--- src/enc_cfg_pkg.sv ---
// Width, lane and latency constants for the wide priority encoder
package enc_cfg_pkg;

  // Full request word
  localparam int REQ_W = 32;

  // Lane split
  localparam int LANE_W    = 8;
  localparam int NUM_LANES = REQ_W / LANE_W;

  // Index within one lane
  localparam int LANE_IDX_W = $clog2(LANE_W);

  // Lane number within the global index
  localparam int LANE_SEL_W = $clog2(NUM_LANES);

  // Global index is lane number on top of lane index
  localparam int GIDX_W = LANE_SEL_W + LANE_IDX_W;

  // Register stages from valid_in to valid_out
  //   mask stage 1, lane encoder 3, merge 1
  localparam int PIPE_LAT = 5;

endpackage

--- src/enc_types_pkg.sv ---
// Global index union with its flat and lane/bit views
package enc_types_pkg;

  // Lane number sits above the bit position
  typedef struct packed {
    logic [enc_cfg_pkg::LANE_SEL_W-1:0] lane_sel;
    logic [enc_cfg_pkg::LANE_IDX_W-1:0] bit_sel;
  } lane_bit_s;

  // Same 5-bit word, read as a number or as lane plus bit
  typedef union packed {
    logic [enc_cfg_pkg::GIDX_W-1:0] flat;
    lane_bit_s                      parts;
  } global_index_u;

endpackage

--- src/req_mask_stage.sv ---
// Enable mask register and masked request capture stage
`timescale 1ns/1ps

module req_mask_stage (
  input  logic                          clk,
  input  logic                          rst_n,
  input  logic [enc_cfg_pkg::REQ_W-1:0] req,
  input  logic                          dir,
  input  logic                          valid_in,
  input  logic                          mask_wr,
  input  logic [enc_cfg_pkg::REQ_W-1:0] mask_data,
  output logic [enc_cfg_pkg::REQ_W-1:0] masked_req,
  output logic                          dir_q,
  output logic                          valid_q
);

  import enc_cfg_pkg::*;

  // Enable mask, all bits enabled out of reset
  logic [REQ_W-1:0] mask;

  always_ff @(posedge clk or negedge rst_n) begin
    if (!rst_n) begin
      mask <= '1;
    end else if (mask_wr) begin
      mask <= mask_data;
    end
  end

  // Capture stage
  // A request on the mask_wr edge still sees the old mask
  always_ff @(posedge clk or negedge rst_n) begin
    if (!rst_n) begin
      masked_req <= '0;
      dir_q      <= 1'b0;
      valid_q    <= 1'b0;
    end else begin
      masked_req <= req & mask;
      dir_q      <= dir;
      valid_q    <= valid_in;
    end
  end

endmodule

--- src/lane_prio_enc.sv ---
// Three-stage LSB/MSB-first priority encoder for one lane
`timescale 1ns/1ps

module lane_prio_enc (
  input  logic                               clk,
  input  logic                               rst_n,
  input  logic                               dir,
  input  logic                               valid_in,
  input  logic [enc_cfg_pkg::LANE_W-1:0]     req,
  output logic [enc_cfg_pkg::LANE_IDX_W-1:0] index,
  output logic                               hit,
  output logic                               dir_out,
  output logic                               valid_out
);

  import enc_cfg_pkg::*;

  // Stage 1 registers
  logic [LANE_W-1:0] req_s1;
  logic              dir_s1;
  logic              valid_s1;

  // One-hot winners and their binary form, from stage 1
  logic [LANE_W-1:0]     lo_oh;
  logic [LANE_W-1:0]     hi_oh;
  logic [LANE_IDX_W-1:0] lo_bin;
  logic [LANE_IDX_W-1:0] hi_bin;

  // Stage 2 registers
  logic [LANE_IDX_W-1:0] lo_idx_s2;
  logic [LANE_IDX_W-1:0] hi_idx_s2;
  logic                  any_s2;
  logic                  dir_s2;
  logic                  valid_s2;

  // Stage 1: capture
  always_ff @(posedge clk or negedge rst_n) begin
    if (!rst_n) begin
      req_s1   <= '0;
      dir_s1   <= 1'b0;
      valid_s1 <= 1'b0;
    end else begin
      req_s1   <= req;
      dir_s1   <= dir;
      valid_s1 <= valid_in;
    end
  end

  // Isolate lowest and highest set bit, then one-hot to binary
  always_comb begin
    lo_oh  = req_s1 & (~req_s1 + 1'b1);
    hi_oh  = '0;
    lo_bin = '0;
    hi_bin = '0;
    // Later set bits overwrite earlier ones, leaving the top one
    for (int i = 0; i < LANE_W; i++) begin
      if (req_s1[i]) begin
        hi_oh    = '0;
        hi_oh[i] = 1'b1;
      end
    end
    for (int i = 0; i < LANE_W; i++) begin
      if (lo_oh[i]) lo_bin |= LANE_IDX_W'(i);
      if (hi_oh[i]) hi_bin |= LANE_IDX_W'(i);
    end
  end

  // Stage 2: resolve
  always_ff @(posedge clk or negedge rst_n) begin
    if (!rst_n) begin
      lo_idx_s2 <= '0;
      hi_idx_s2 <= '0;
      any_s2    <= 1'b0;
      dir_s2    <= 1'b0;
      valid_s2  <= 1'b0;
    end else begin
      lo_idx_s2 <= lo_bin;
      hi_idx_s2 <= hi_bin;
      any_s2    <= |req_s1;
      dir_s2    <= dir_s1;
      valid_s2  <= valid_s1;
    end
  end

  // Stage 3: select by direction, hold between valid results
  always_ff @(posedge clk or negedge rst_n) begin
    if (!rst_n) begin
      index     <= '0;
      hit       <= 1'b0;
      dir_out   <= 1'b0;
      valid_out <= 1'b0;
    end else begin
      dir_out   <= dir_s2;
      valid_out <= valid_s2;
      if (valid_s2) begin
        index <= dir_s2 ? hi_idx_s2 : lo_idx_s2;
        hit   <= any_s2;
      end
    end
  end

endmodule

--- src/lane_result_merge.sv ---
// Lane result merge forming the registered global index and hit
`timescale 1ns/1ps

module lane_result_merge (
  input  logic                                clk,
  input  logic                                rst_n,
  input  logic [enc_cfg_pkg::NUM_LANES-1:0][enc_cfg_pkg::LANE_IDX_W-1:0] lane_index,
  input  logic [enc_cfg_pkg::NUM_LANES-1:0]   lane_hit,
  input  logic                                dir,
  input  logic                                valid_in,
  output enc_types_pkg::global_index_u        index,
  output logic                                hit,
  output logic                                valid_out
);

  import enc_cfg_pkg::*;
  import enc_types_pkg::*;

  // Winning lane and the index built from it
  logic [LANE_SEL_W-1:0] win_lane;
  logic                  found;
  global_index_u         index_d;

  // LSB-first keeps the first hit lane, MSB-first keeps the last
  always_comb begin
    win_lane = '0;
    found    = 1'b0;
    for (int k = 0; k < NUM_LANES; k++) begin
      if (lane_hit[k] && (!found || dir)) begin
        win_lane = LANE_SEL_W'(k);
        found    = 1'b1;
      end
    end
    index_d.parts.lane_sel = win_lane;
    index_d.parts.bit_sel  = found ? lane_index[win_lane] : '0;
  end

  always_ff @(posedge clk or negedge rst_n) begin
    if (!rst_n) begin
      index     <= '0;
      hit       <= 1'b0;
      valid_out <= 1'b0;
    end else begin
      valid_out <= valid_in;
      if (valid_in) begin
        index <= index_d;
        hit   <= |lane_hit;
      end
    end
  end

endmodule

--- src/wide_prio_enc.sv ---
// Top level: mask stage, lane encoder array and lane merge
`timescale 1ns/1ps

module wide_prio_enc (
  input  logic                          clk,
  input  logic                          rst_n,
  input  logic [enc_cfg_pkg::REQ_W-1:0] req,
  input  logic                          dir,
  input  logic                          valid_in,
  input  logic                          mask_wr,
  input  logic [enc_cfg_pkg::REQ_W-1:0] mask_data,
  output enc_types_pkg::global_index_u  index,
  output logic                          hit,
  output logic                          valid_out
);

  import enc_cfg_pkg::*;

  // Mask stage outputs
  logic [REQ_W-1:0] masked_req;
  logic             dir_q;
  logic             valid_q;

  // Per-lane results
  logic [NUM_LANES-1:0][LANE_IDX_W-1:0] lane_index;
  logic [NUM_LANES-1:0]                 lane_hit;
  logic [NUM_LANES-1:0]                 lane_dir;
  logic [NUM_LANES-1:0]                 lane_valid;

  req_mask_stage u_mask (
    .clk        (clk),
    .rst_n      (rst_n),
    .req        (req),
    .dir        (dir),
    .valid_in   (valid_in),
    .mask_wr    (mask_wr),
    .mask_data  (mask_data),
    .masked_req (masked_req),
    .dir_q      (dir_q),
    .valid_q    (valid_q)
  );

  for (genvar k = 0; k < NUM_LANES; k++) begin : g_lane
    lane_prio_enc u_lane (
      .clk       (clk),
      .rst_n     (rst_n),
      .dir       (dir_q),
      .valid_in  (valid_q),
      .req       (masked_req[k*LANE_W +: LANE_W]),
      .index     (lane_index[k]),
      .hit       (lane_hit[k]),
      .dir_out   (lane_dir[k]),
      .valid_out (lane_valid[k])
    );
  end

  // All lanes carry the same dir and valid, lane 0 feeds the merge
  lane_result_merge u_merge (
    .clk        (clk),
    .rst_n      (rst_n),
    .lane_index (lane_index),
    .lane_hit   (lane_hit),
    .dir        (lane_dir[0]),
    .valid_in   (lane_valid[0]),
    .index      (index),
    .hit        (hit),
    .valid_out  (valid_out)
  );

endmodule

--- config.mk ---
export PLATFORM = sky130hd
export DESIGN_NAME = wide_prio_enc
export DESIGN_NICKNAME = d
export VERILOG_FILES = /design/src/enc_cfg_pkg.sv /design/src/enc_types_pkg.sv /design/src/req_mask_stage.sv /design/src/lane_prio_enc.sv /design/src/lane_result_merge.sv /design/src/wide_prio_enc.sv
export SDC_FILE = /design/constraint.sdc
export NUM_CORES = 1
export LEC_CHECK = 0
export BUFFER_PORTS_ARGS = -buffer_cell sky130_fd_sc_hd__buf_2
export CORE_MARGIN = 2
export CORE_UTILIZATION = 51
export CTS_CLUSTER_SIZE = 16
export DETAILED_ROUTE_END_ITERATION = 8
export HOLD_SLACK_MARGIN = 0.08
export PLACE_DENSITY = 0.86
export RECOVER_POWER = 50
export SYNTH_ARGS = -nofsm -noshare
export SYNTH_HDL_FRONTEND = slang
export SYNTH_SLANG_ARGS = --single-unit
--- constraint.sdc ---
create_clock -name clk -period 1.5 [get_ports clk]
set_input_delay 0 -clock clk [delete_from_list [all_inputs] [get_ports clk]]
set_output_delay 0 -clock clk [all_outputs]
set_load 0.1 [all_outputs]
* Word level (Yosys, flattened, before mapping) *
Cells that the tools add are included.

word-level totals
  register bits = 155
  word-level logic and storage cells = 167
  input bits = 69
  output and inout bits = 7

operators by class
  add/subtract/negate cells = 4
  mux-type cells = 102
  reductions and logical operators = 14
  bitwise gates (word level) = 9
  magnitude comparators = 1

operators with widths
  cell                                                                   count
  8-bit two-way mux                                                      28
  3-bit two-way mux                                                      38
  2-bit two-way mux                                                      18
  8-bit by 1-bit adder with 8-bit output (second input constant)         4
  32-bit AND                                                             1
  8-bit AND                                                              4
  8-bit inverter                                                         4
  8-bit OR reduction                                                     4
  1-bit two-way mux                                                      17
  3-bit binary-select mux with 2-bit select                              1
  4-bit OR reduction                                                     1
  1-bit logical AND                                                      3
  1-bit logical NOT                                                      3
  1-bit logical OR                                                       3
  2-bit by 3-bit < comparator with 1-bit output (second input constant)  1

* Depth between registers and ports, before layout *
  depth in word-level cells = 16
  mapped depth = 5
  mapped depth without buffers = 5

* Cells and area by module *
Synthesis repeated with hierarchy kept, for this count alone.

second synthesis, totals
  cells, all modules = 406
  area, all modules = 6164.7 µm²

by module, submodules not included
  module             times used  seq. area each (µm²)  cells an instance  area each (µm²)
  lane_prio_enc      4           625.6                 55                 809.5
  req_mask_stage     1           1691.6                134                2436.1
  lane_result_merge  1           175.2                 52                 490.5

* Least setup slack after synthesis *
Ideal clock, no wire load.

  kind = reg2reg
  start point = register g_lane[2].u_lane.hit
  end point = register u_merge.index[0] (netlist bit)
  cell stages (with the launch flop) = 6
  required time = 1.354 ns
  library setup time = 0.146 ns
  clock period less this slack = 1.491 ns
  arrival = 1.344 ns
  slack = 0.009 ns
  path buffers = 0
  path through = dfrtp_1 -> nand2b_1 -> a21oi_1 -> or3_4 -> a221oi_1 -> o32ai_1

on the way
  cells in the longest elaborated chain, start to end = 9
  elaborated cells between the ends (all ways) = 11
  those cells by class = mux (7); reduce/logical (4)

RTL lines
  what                                       line                     text
  from (decl)                                lane_prio_enc.sv:11      output logic hit,
  from (signal assigned)                     lane_prio_enc.sv:97      hit <= any_s2;
  1-bit logical AND (*)                      lane_result_merge.sv:29  if (lane_hit[k] && (!found || dir)) begin
  1-bit two-way mux                          lane_result_merge.sv:29
  1-bit logical NOT                          lane_result_merge.sv:29
  1-bit logical OR                           lane_result_merge.sv:29
  1-bit logical AND                          lane_result_merge.sv:29
  2-bit two-way mux                          lane_result_merge.sv:29
  3-bit binary-select mux with 2-bit select  lane_result_merge.sv:35  index_d.parts.bit_sel = found ? lane_index[win_lane] : '0;
  3-bit two-way mux (implied by the code)    lane_result_merge.sv:35
  3-bit two-way mux (*)                      lane_result_merge.sv:35
  to (signal assigned)                       lane_result_merge.sv:46  index <= index_d;
  to (decl)                                  lane_result_merge.sv:11  output enc_types_pkg::global_index_u index,

Mark *: on every way between the ends. The rest lies on a longest branch, timed or not. The select of a mux whose other input is x is not followed.
A chain may end at the register's enable or synchronous reset.

* Worst setup path in the final report *
  start point = register g_lane[0].u_lane.dir_out
  end point = register u_merge.index[0] (netlist bit)

on the way
  cells in the longest elaborated chain, start to end = 14
  elaborated cells between the ends (all ways) = 17
  those cells by class = mux (9); reduce/logical (8)

RTL lines
  what                                       line                     text
  from (decl)                                lane_prio_enc.sv:12      output logic dir_out,
  from (signal assigned)                     lane_prio_enc.sv:93      dir_out <= dir_s2;
  1-bit logical OR                           lane_result_merge.sv:29
  1-bit logical AND                          lane_result_merge.sv:29
  1-bit two-way mux                          lane_result_merge.sv:29
  1-bit logical NOT                          lane_result_merge.sv:29
  1-bit logical OR                           lane_result_merge.sv:29
  1-bit logical AND                          lane_result_merge.sv:29
  1-bit two-way mux                          lane_result_merge.sv:29
  1-bit logical NOT                          lane_result_merge.sv:29
  1-bit logical OR                           lane_result_merge.sv:29
  1-bit logical AND                          lane_result_merge.sv:29
  2-bit two-way mux                          lane_result_merge.sv:29
  3-bit binary-select mux with 2-bit select  lane_result_merge.sv:35
  3-bit two-way mux (implied by the code)    lane_result_merge.sv:35
  3-bit two-way mux (*)                      lane_result_merge.sv:35

Marks and branches as above.

==> summary.md <==
| Metric | Value |
|---|---|
| H-tree Lvls | `4` |
| Worst Max-Slew Pin Slew | `614.7 ps` |
| Die area | `0.01151 mm^2` |
| WP buf/inv | `0` |
| HPWL after DPL | `6.049 mm` |
| Die H | `107.3 um` |
| DRC Markers | `0` |
| Crit path kind | `register to register` |
| FMAX | `0.6345 GHz` |
| Clock Sink Count | `155` |
| WP depth | `4` |
| Worst Reg-to-Reg Cells | `4` |
| Minimum clock period | `1576 ps` |
| Syn_area_per_cell | `14.03 um^2` |
| Post-placement cell count | `606` |
| Final hold viol count | `0` |
| Setup TNS | `-181.6 ps` |
| I/O pin count | `76` |
| Yosys reg bits | `between 150 and 200` |
| Vias per cell | `5.044` |
| Wirelength per Cell | `between 15 and 20 um` |
| DR iter-0 viols | `185` |
| Sequential fraction of the synthesis area | `0.7200` |
| CTS tree | `built` |
| Initial antenna violation count | `1` |
| Clk_lat worst skew | `between 500 and 600 ps` |
| Critical path data arrival time | `~2000 ps` |
| VDD IR-drop max | `approximately 830 uV` |
| CP max stage cell | `or3_4` |
| Most frequent cells in the layout | `dfrtp_1 (123), buf_2 (74), dlygate4sd3_1 (70)` |
| Period utilisation layout | `1.051` |
| Crit start category | `register` |
| Syn nets | `457` |
| Initial Utilization | `0.5272` |
| Clock Tree Buf Depth | `2` |
| Area grow syn2layout | `35.93%` |
| P_leak | `approximately 3.4 nW` |
| Worst min path class | `primary input to register` |
| Post-Syn Area | `0.005443 mm^2` |
| Synth top area cells | `dfrtp_1 (57%), dfstp_2 (15%), mux2_2 (7.7%)` |
| Largest net degree at the start of global routing | `between 40 and 50` |
| Failing checks | `negative setup slack` |
| Via Count | `3586` |
| Die width | `107.3 um` |
| Max Cap Violations | `0` |
| Worst Hold Depth | `3` |
| CTS Buf Count | `17` |
| GRT overflow | `0` |
| CP Cell Sequence | `and2b_4 > or3_4 > a221oi_4 > o32ai_1` |
| Post-route cell area | `0.007398 mm^2` |
| WHS | `133.8 ps` |
| Kind of capture point of the worst setup path | `register` |
| Vias in the first global route | `4061` |
| Tot Pwr | `around 10 mW` |
| GRT Total Usage | `0.2317` |
| Crit path max fanout | `5` |
| Detailed Route WL | `11.79 mm` |
| Nets@finish | `629` |
| Number of I/O port buffers | `75` |
| Crit-path leading delay family | `simple AND/OR/NAND/NOR gates` |
| Share of layout cells above drive strength 1 | `0.3141` |
| Finished Layout Cells | `711` |
| Unrepaired setup endpoints after global routing | `yes` |
| Worst reg-to-reg setup slack | `-80 ps` |
| Num rows | `37` |
| Number of fill cells in the layout | `614` |
| Core Area | `approximately 0.010 mm^2` |
| DP Area | `~0.0061 mm^2` |
| Status | `finished with violations` |
| Required time of the worst setup path | `between 1500 and 2000 ps` |
| Post-Syn Instances | `388` |
| Leading area contributor after synthesis | `dfrtp_1` |
| GPL Wtd Cong | `0.8630` |
| Final ANT Viol Nets | `0` |
| Crit path largest cell delay | `around 430 ps` |
| Max transition margin | `0.5889` |
| Pre-antenna DRT Iters | `5` |
| Clk_skew | `8.265 ps` |
| Synth Warn # | `0` |
| Area share of the largest cell type after synthesis | `0.5655` |
| Final setup viols | `3` |
| First-pass GRT wire length | `19.68 mm` |
| Cell variety after synth | `27` |
| Slack of the critical path | `-75.95 ps` |
| CTS root buf | `clkbuf_8` |
| Commonest non-fill, non-tap cell in the layout | `dfrtp_1` |
| Register clock-pin slew on the reported worst setup and hold paths | `70 ps` |
| Slew Viols, Final | `0` |
| Pwr Density | `1376 mW/mm^2` |
report_power, final:
part,internal [mW],switching [mW]
sequential,4.65,0.256
clock,2.28,1.75
combinational,0.560,0.685
total,7.49,2.69
state kept, by name, indices dropped and copies added (netlist names):
| signal | cells |
|---|---|
| g_lane.u_lane.any_s2 | 4 |
| u_merge.index | 5 |
| g_lane.u_lane.dir_out | 1 |
| u_merge.valid_out | 1 |
| u_mask.masked_req | 32 |
| u_mask.mask | 32 |
| g_lane.u_lane.lo_idx_s2 | 12 |
| g_lane.u_lane.dir_s1 | 1 |
| g_lane.u_lane.hi_idx_s2 | 12 |
| g_lane.u_lane.req_s1 | 32 |
| g_lane.u_lane.valid_s2 | 1 |
| g_lane.u_lane.valid_s1 | 1 |
| g_lane.u_lane.dir_s2 | 1 |
| g_lane.u_lane.index | 12 |
| g_lane.u_lane.hit | 4 |
| u_merge.hit | 1 |
| g_lane.u_lane.valid_out | 1 |
| u_mask.valid_q | 1 |
| u_mask.dir_q | 1 |
tightest hold or removal path: cells and delay by family:
| family | cells | cell delay [ps] |
|---|---|---|
| buffers and inverters | 2 | 350 |
| muxes | 1 | 270 |
cell usage after synthesis:
cell         n
o22ai_1      1
a21oi_1     28
mux2i_1     13
nor2b_1      4
nor3_1       5
o32ai_1      3
nor4_1       8
o2111ai_1    3
dfrtp_1    123
nand2_1     10
o31ai_1      4
buf_2        1
o21ai_0      3
buf_1        3
o31a_1       4
o21bai_1     8
mux2_2      37
or3_4        1
nand2b_1     1
and2_1      32
o41ai_1      1
inv_1       20
clkbuf_1     5
nor2_1      34
a221oi_1     3
dfstp_2     32
and2b_4      1
layer usage:
layer / GRT usage / routed length (um) / up-vias
met5: 0 / 0 / -
met4: 0.1169 / 321 / 0
met3: 0.05932 / 455 / 26
met2: 0.4155 / 6575 / 100
met1: 0.2531 / 4438 / 1792
li1: - / - / 1668
cell families after synthesis:
family	after synthesis	synth area share
simple gates	96	0.09057
buf+inv	29	0.02023
compound gates	58	0.06874
mux	50	0.1005
flops	155	0.7200
cell type report:
class	instances	area, um^2	share of cell area
antenna	2	5.005	0.0006765
multi-input combinational	204	1444	0.1952
tap	136	170.2	0.02300
clock inverter	14	136.4	0.01843
timing repair buffer	162	1221	0.1651
inverter	20	75.07	0.01015
sequential	155	3919	0.5297
clock buffer	18	427.9	0.05784
metrics by stage:
step,setup WS [ps],util
CTS,-41.72,0.7164
detailed placement,-118.1,0.5913
global route,-149.3,0.7164
finish,-75.95,0.7166
global placement,-1.016,0.5913
floorplan,9.417,-
worst paths after layout:
kind / from / end
worst max-delay path: g_lane[0].u_lane.dir_out$_DFF_PN0_ / u_merge.index[0]$_DFFE_PN0P_
worst min-delay path: mask_wr / u_mask.mask[21]$_DFFE_PN1P_
worst max register to register: g_lane[0].u_lane.dir_out$_DFF_PN0_ / u_merge.index[0]$_DFFE_PN0P_
worst min register to register: u_mask.masked_req[26]$_DFF_PN0_ / g_lane[3].u_lane.req_s1[2]$_DFF_PN0_
max in group asynchronous: rst_n / u_mask.mask[24]$_DFFE_PN1P_
min in group asynchronous: rst_n / g_lane[1].u_lane.req_s1[2]$_DFF_PN0_
repair_timing:
action / CTS / global route
hold endpoints to repair: 221 / 0
hold buffers: 70 / 0
gates cloned: 0 / 0
endpoints found under the setup margin: 3 / 3
gates resized for setup: 3 / 2
setup buffers: 1 / 0
pin swaps: 5 / 0
(Power assumes the default switching activity.)
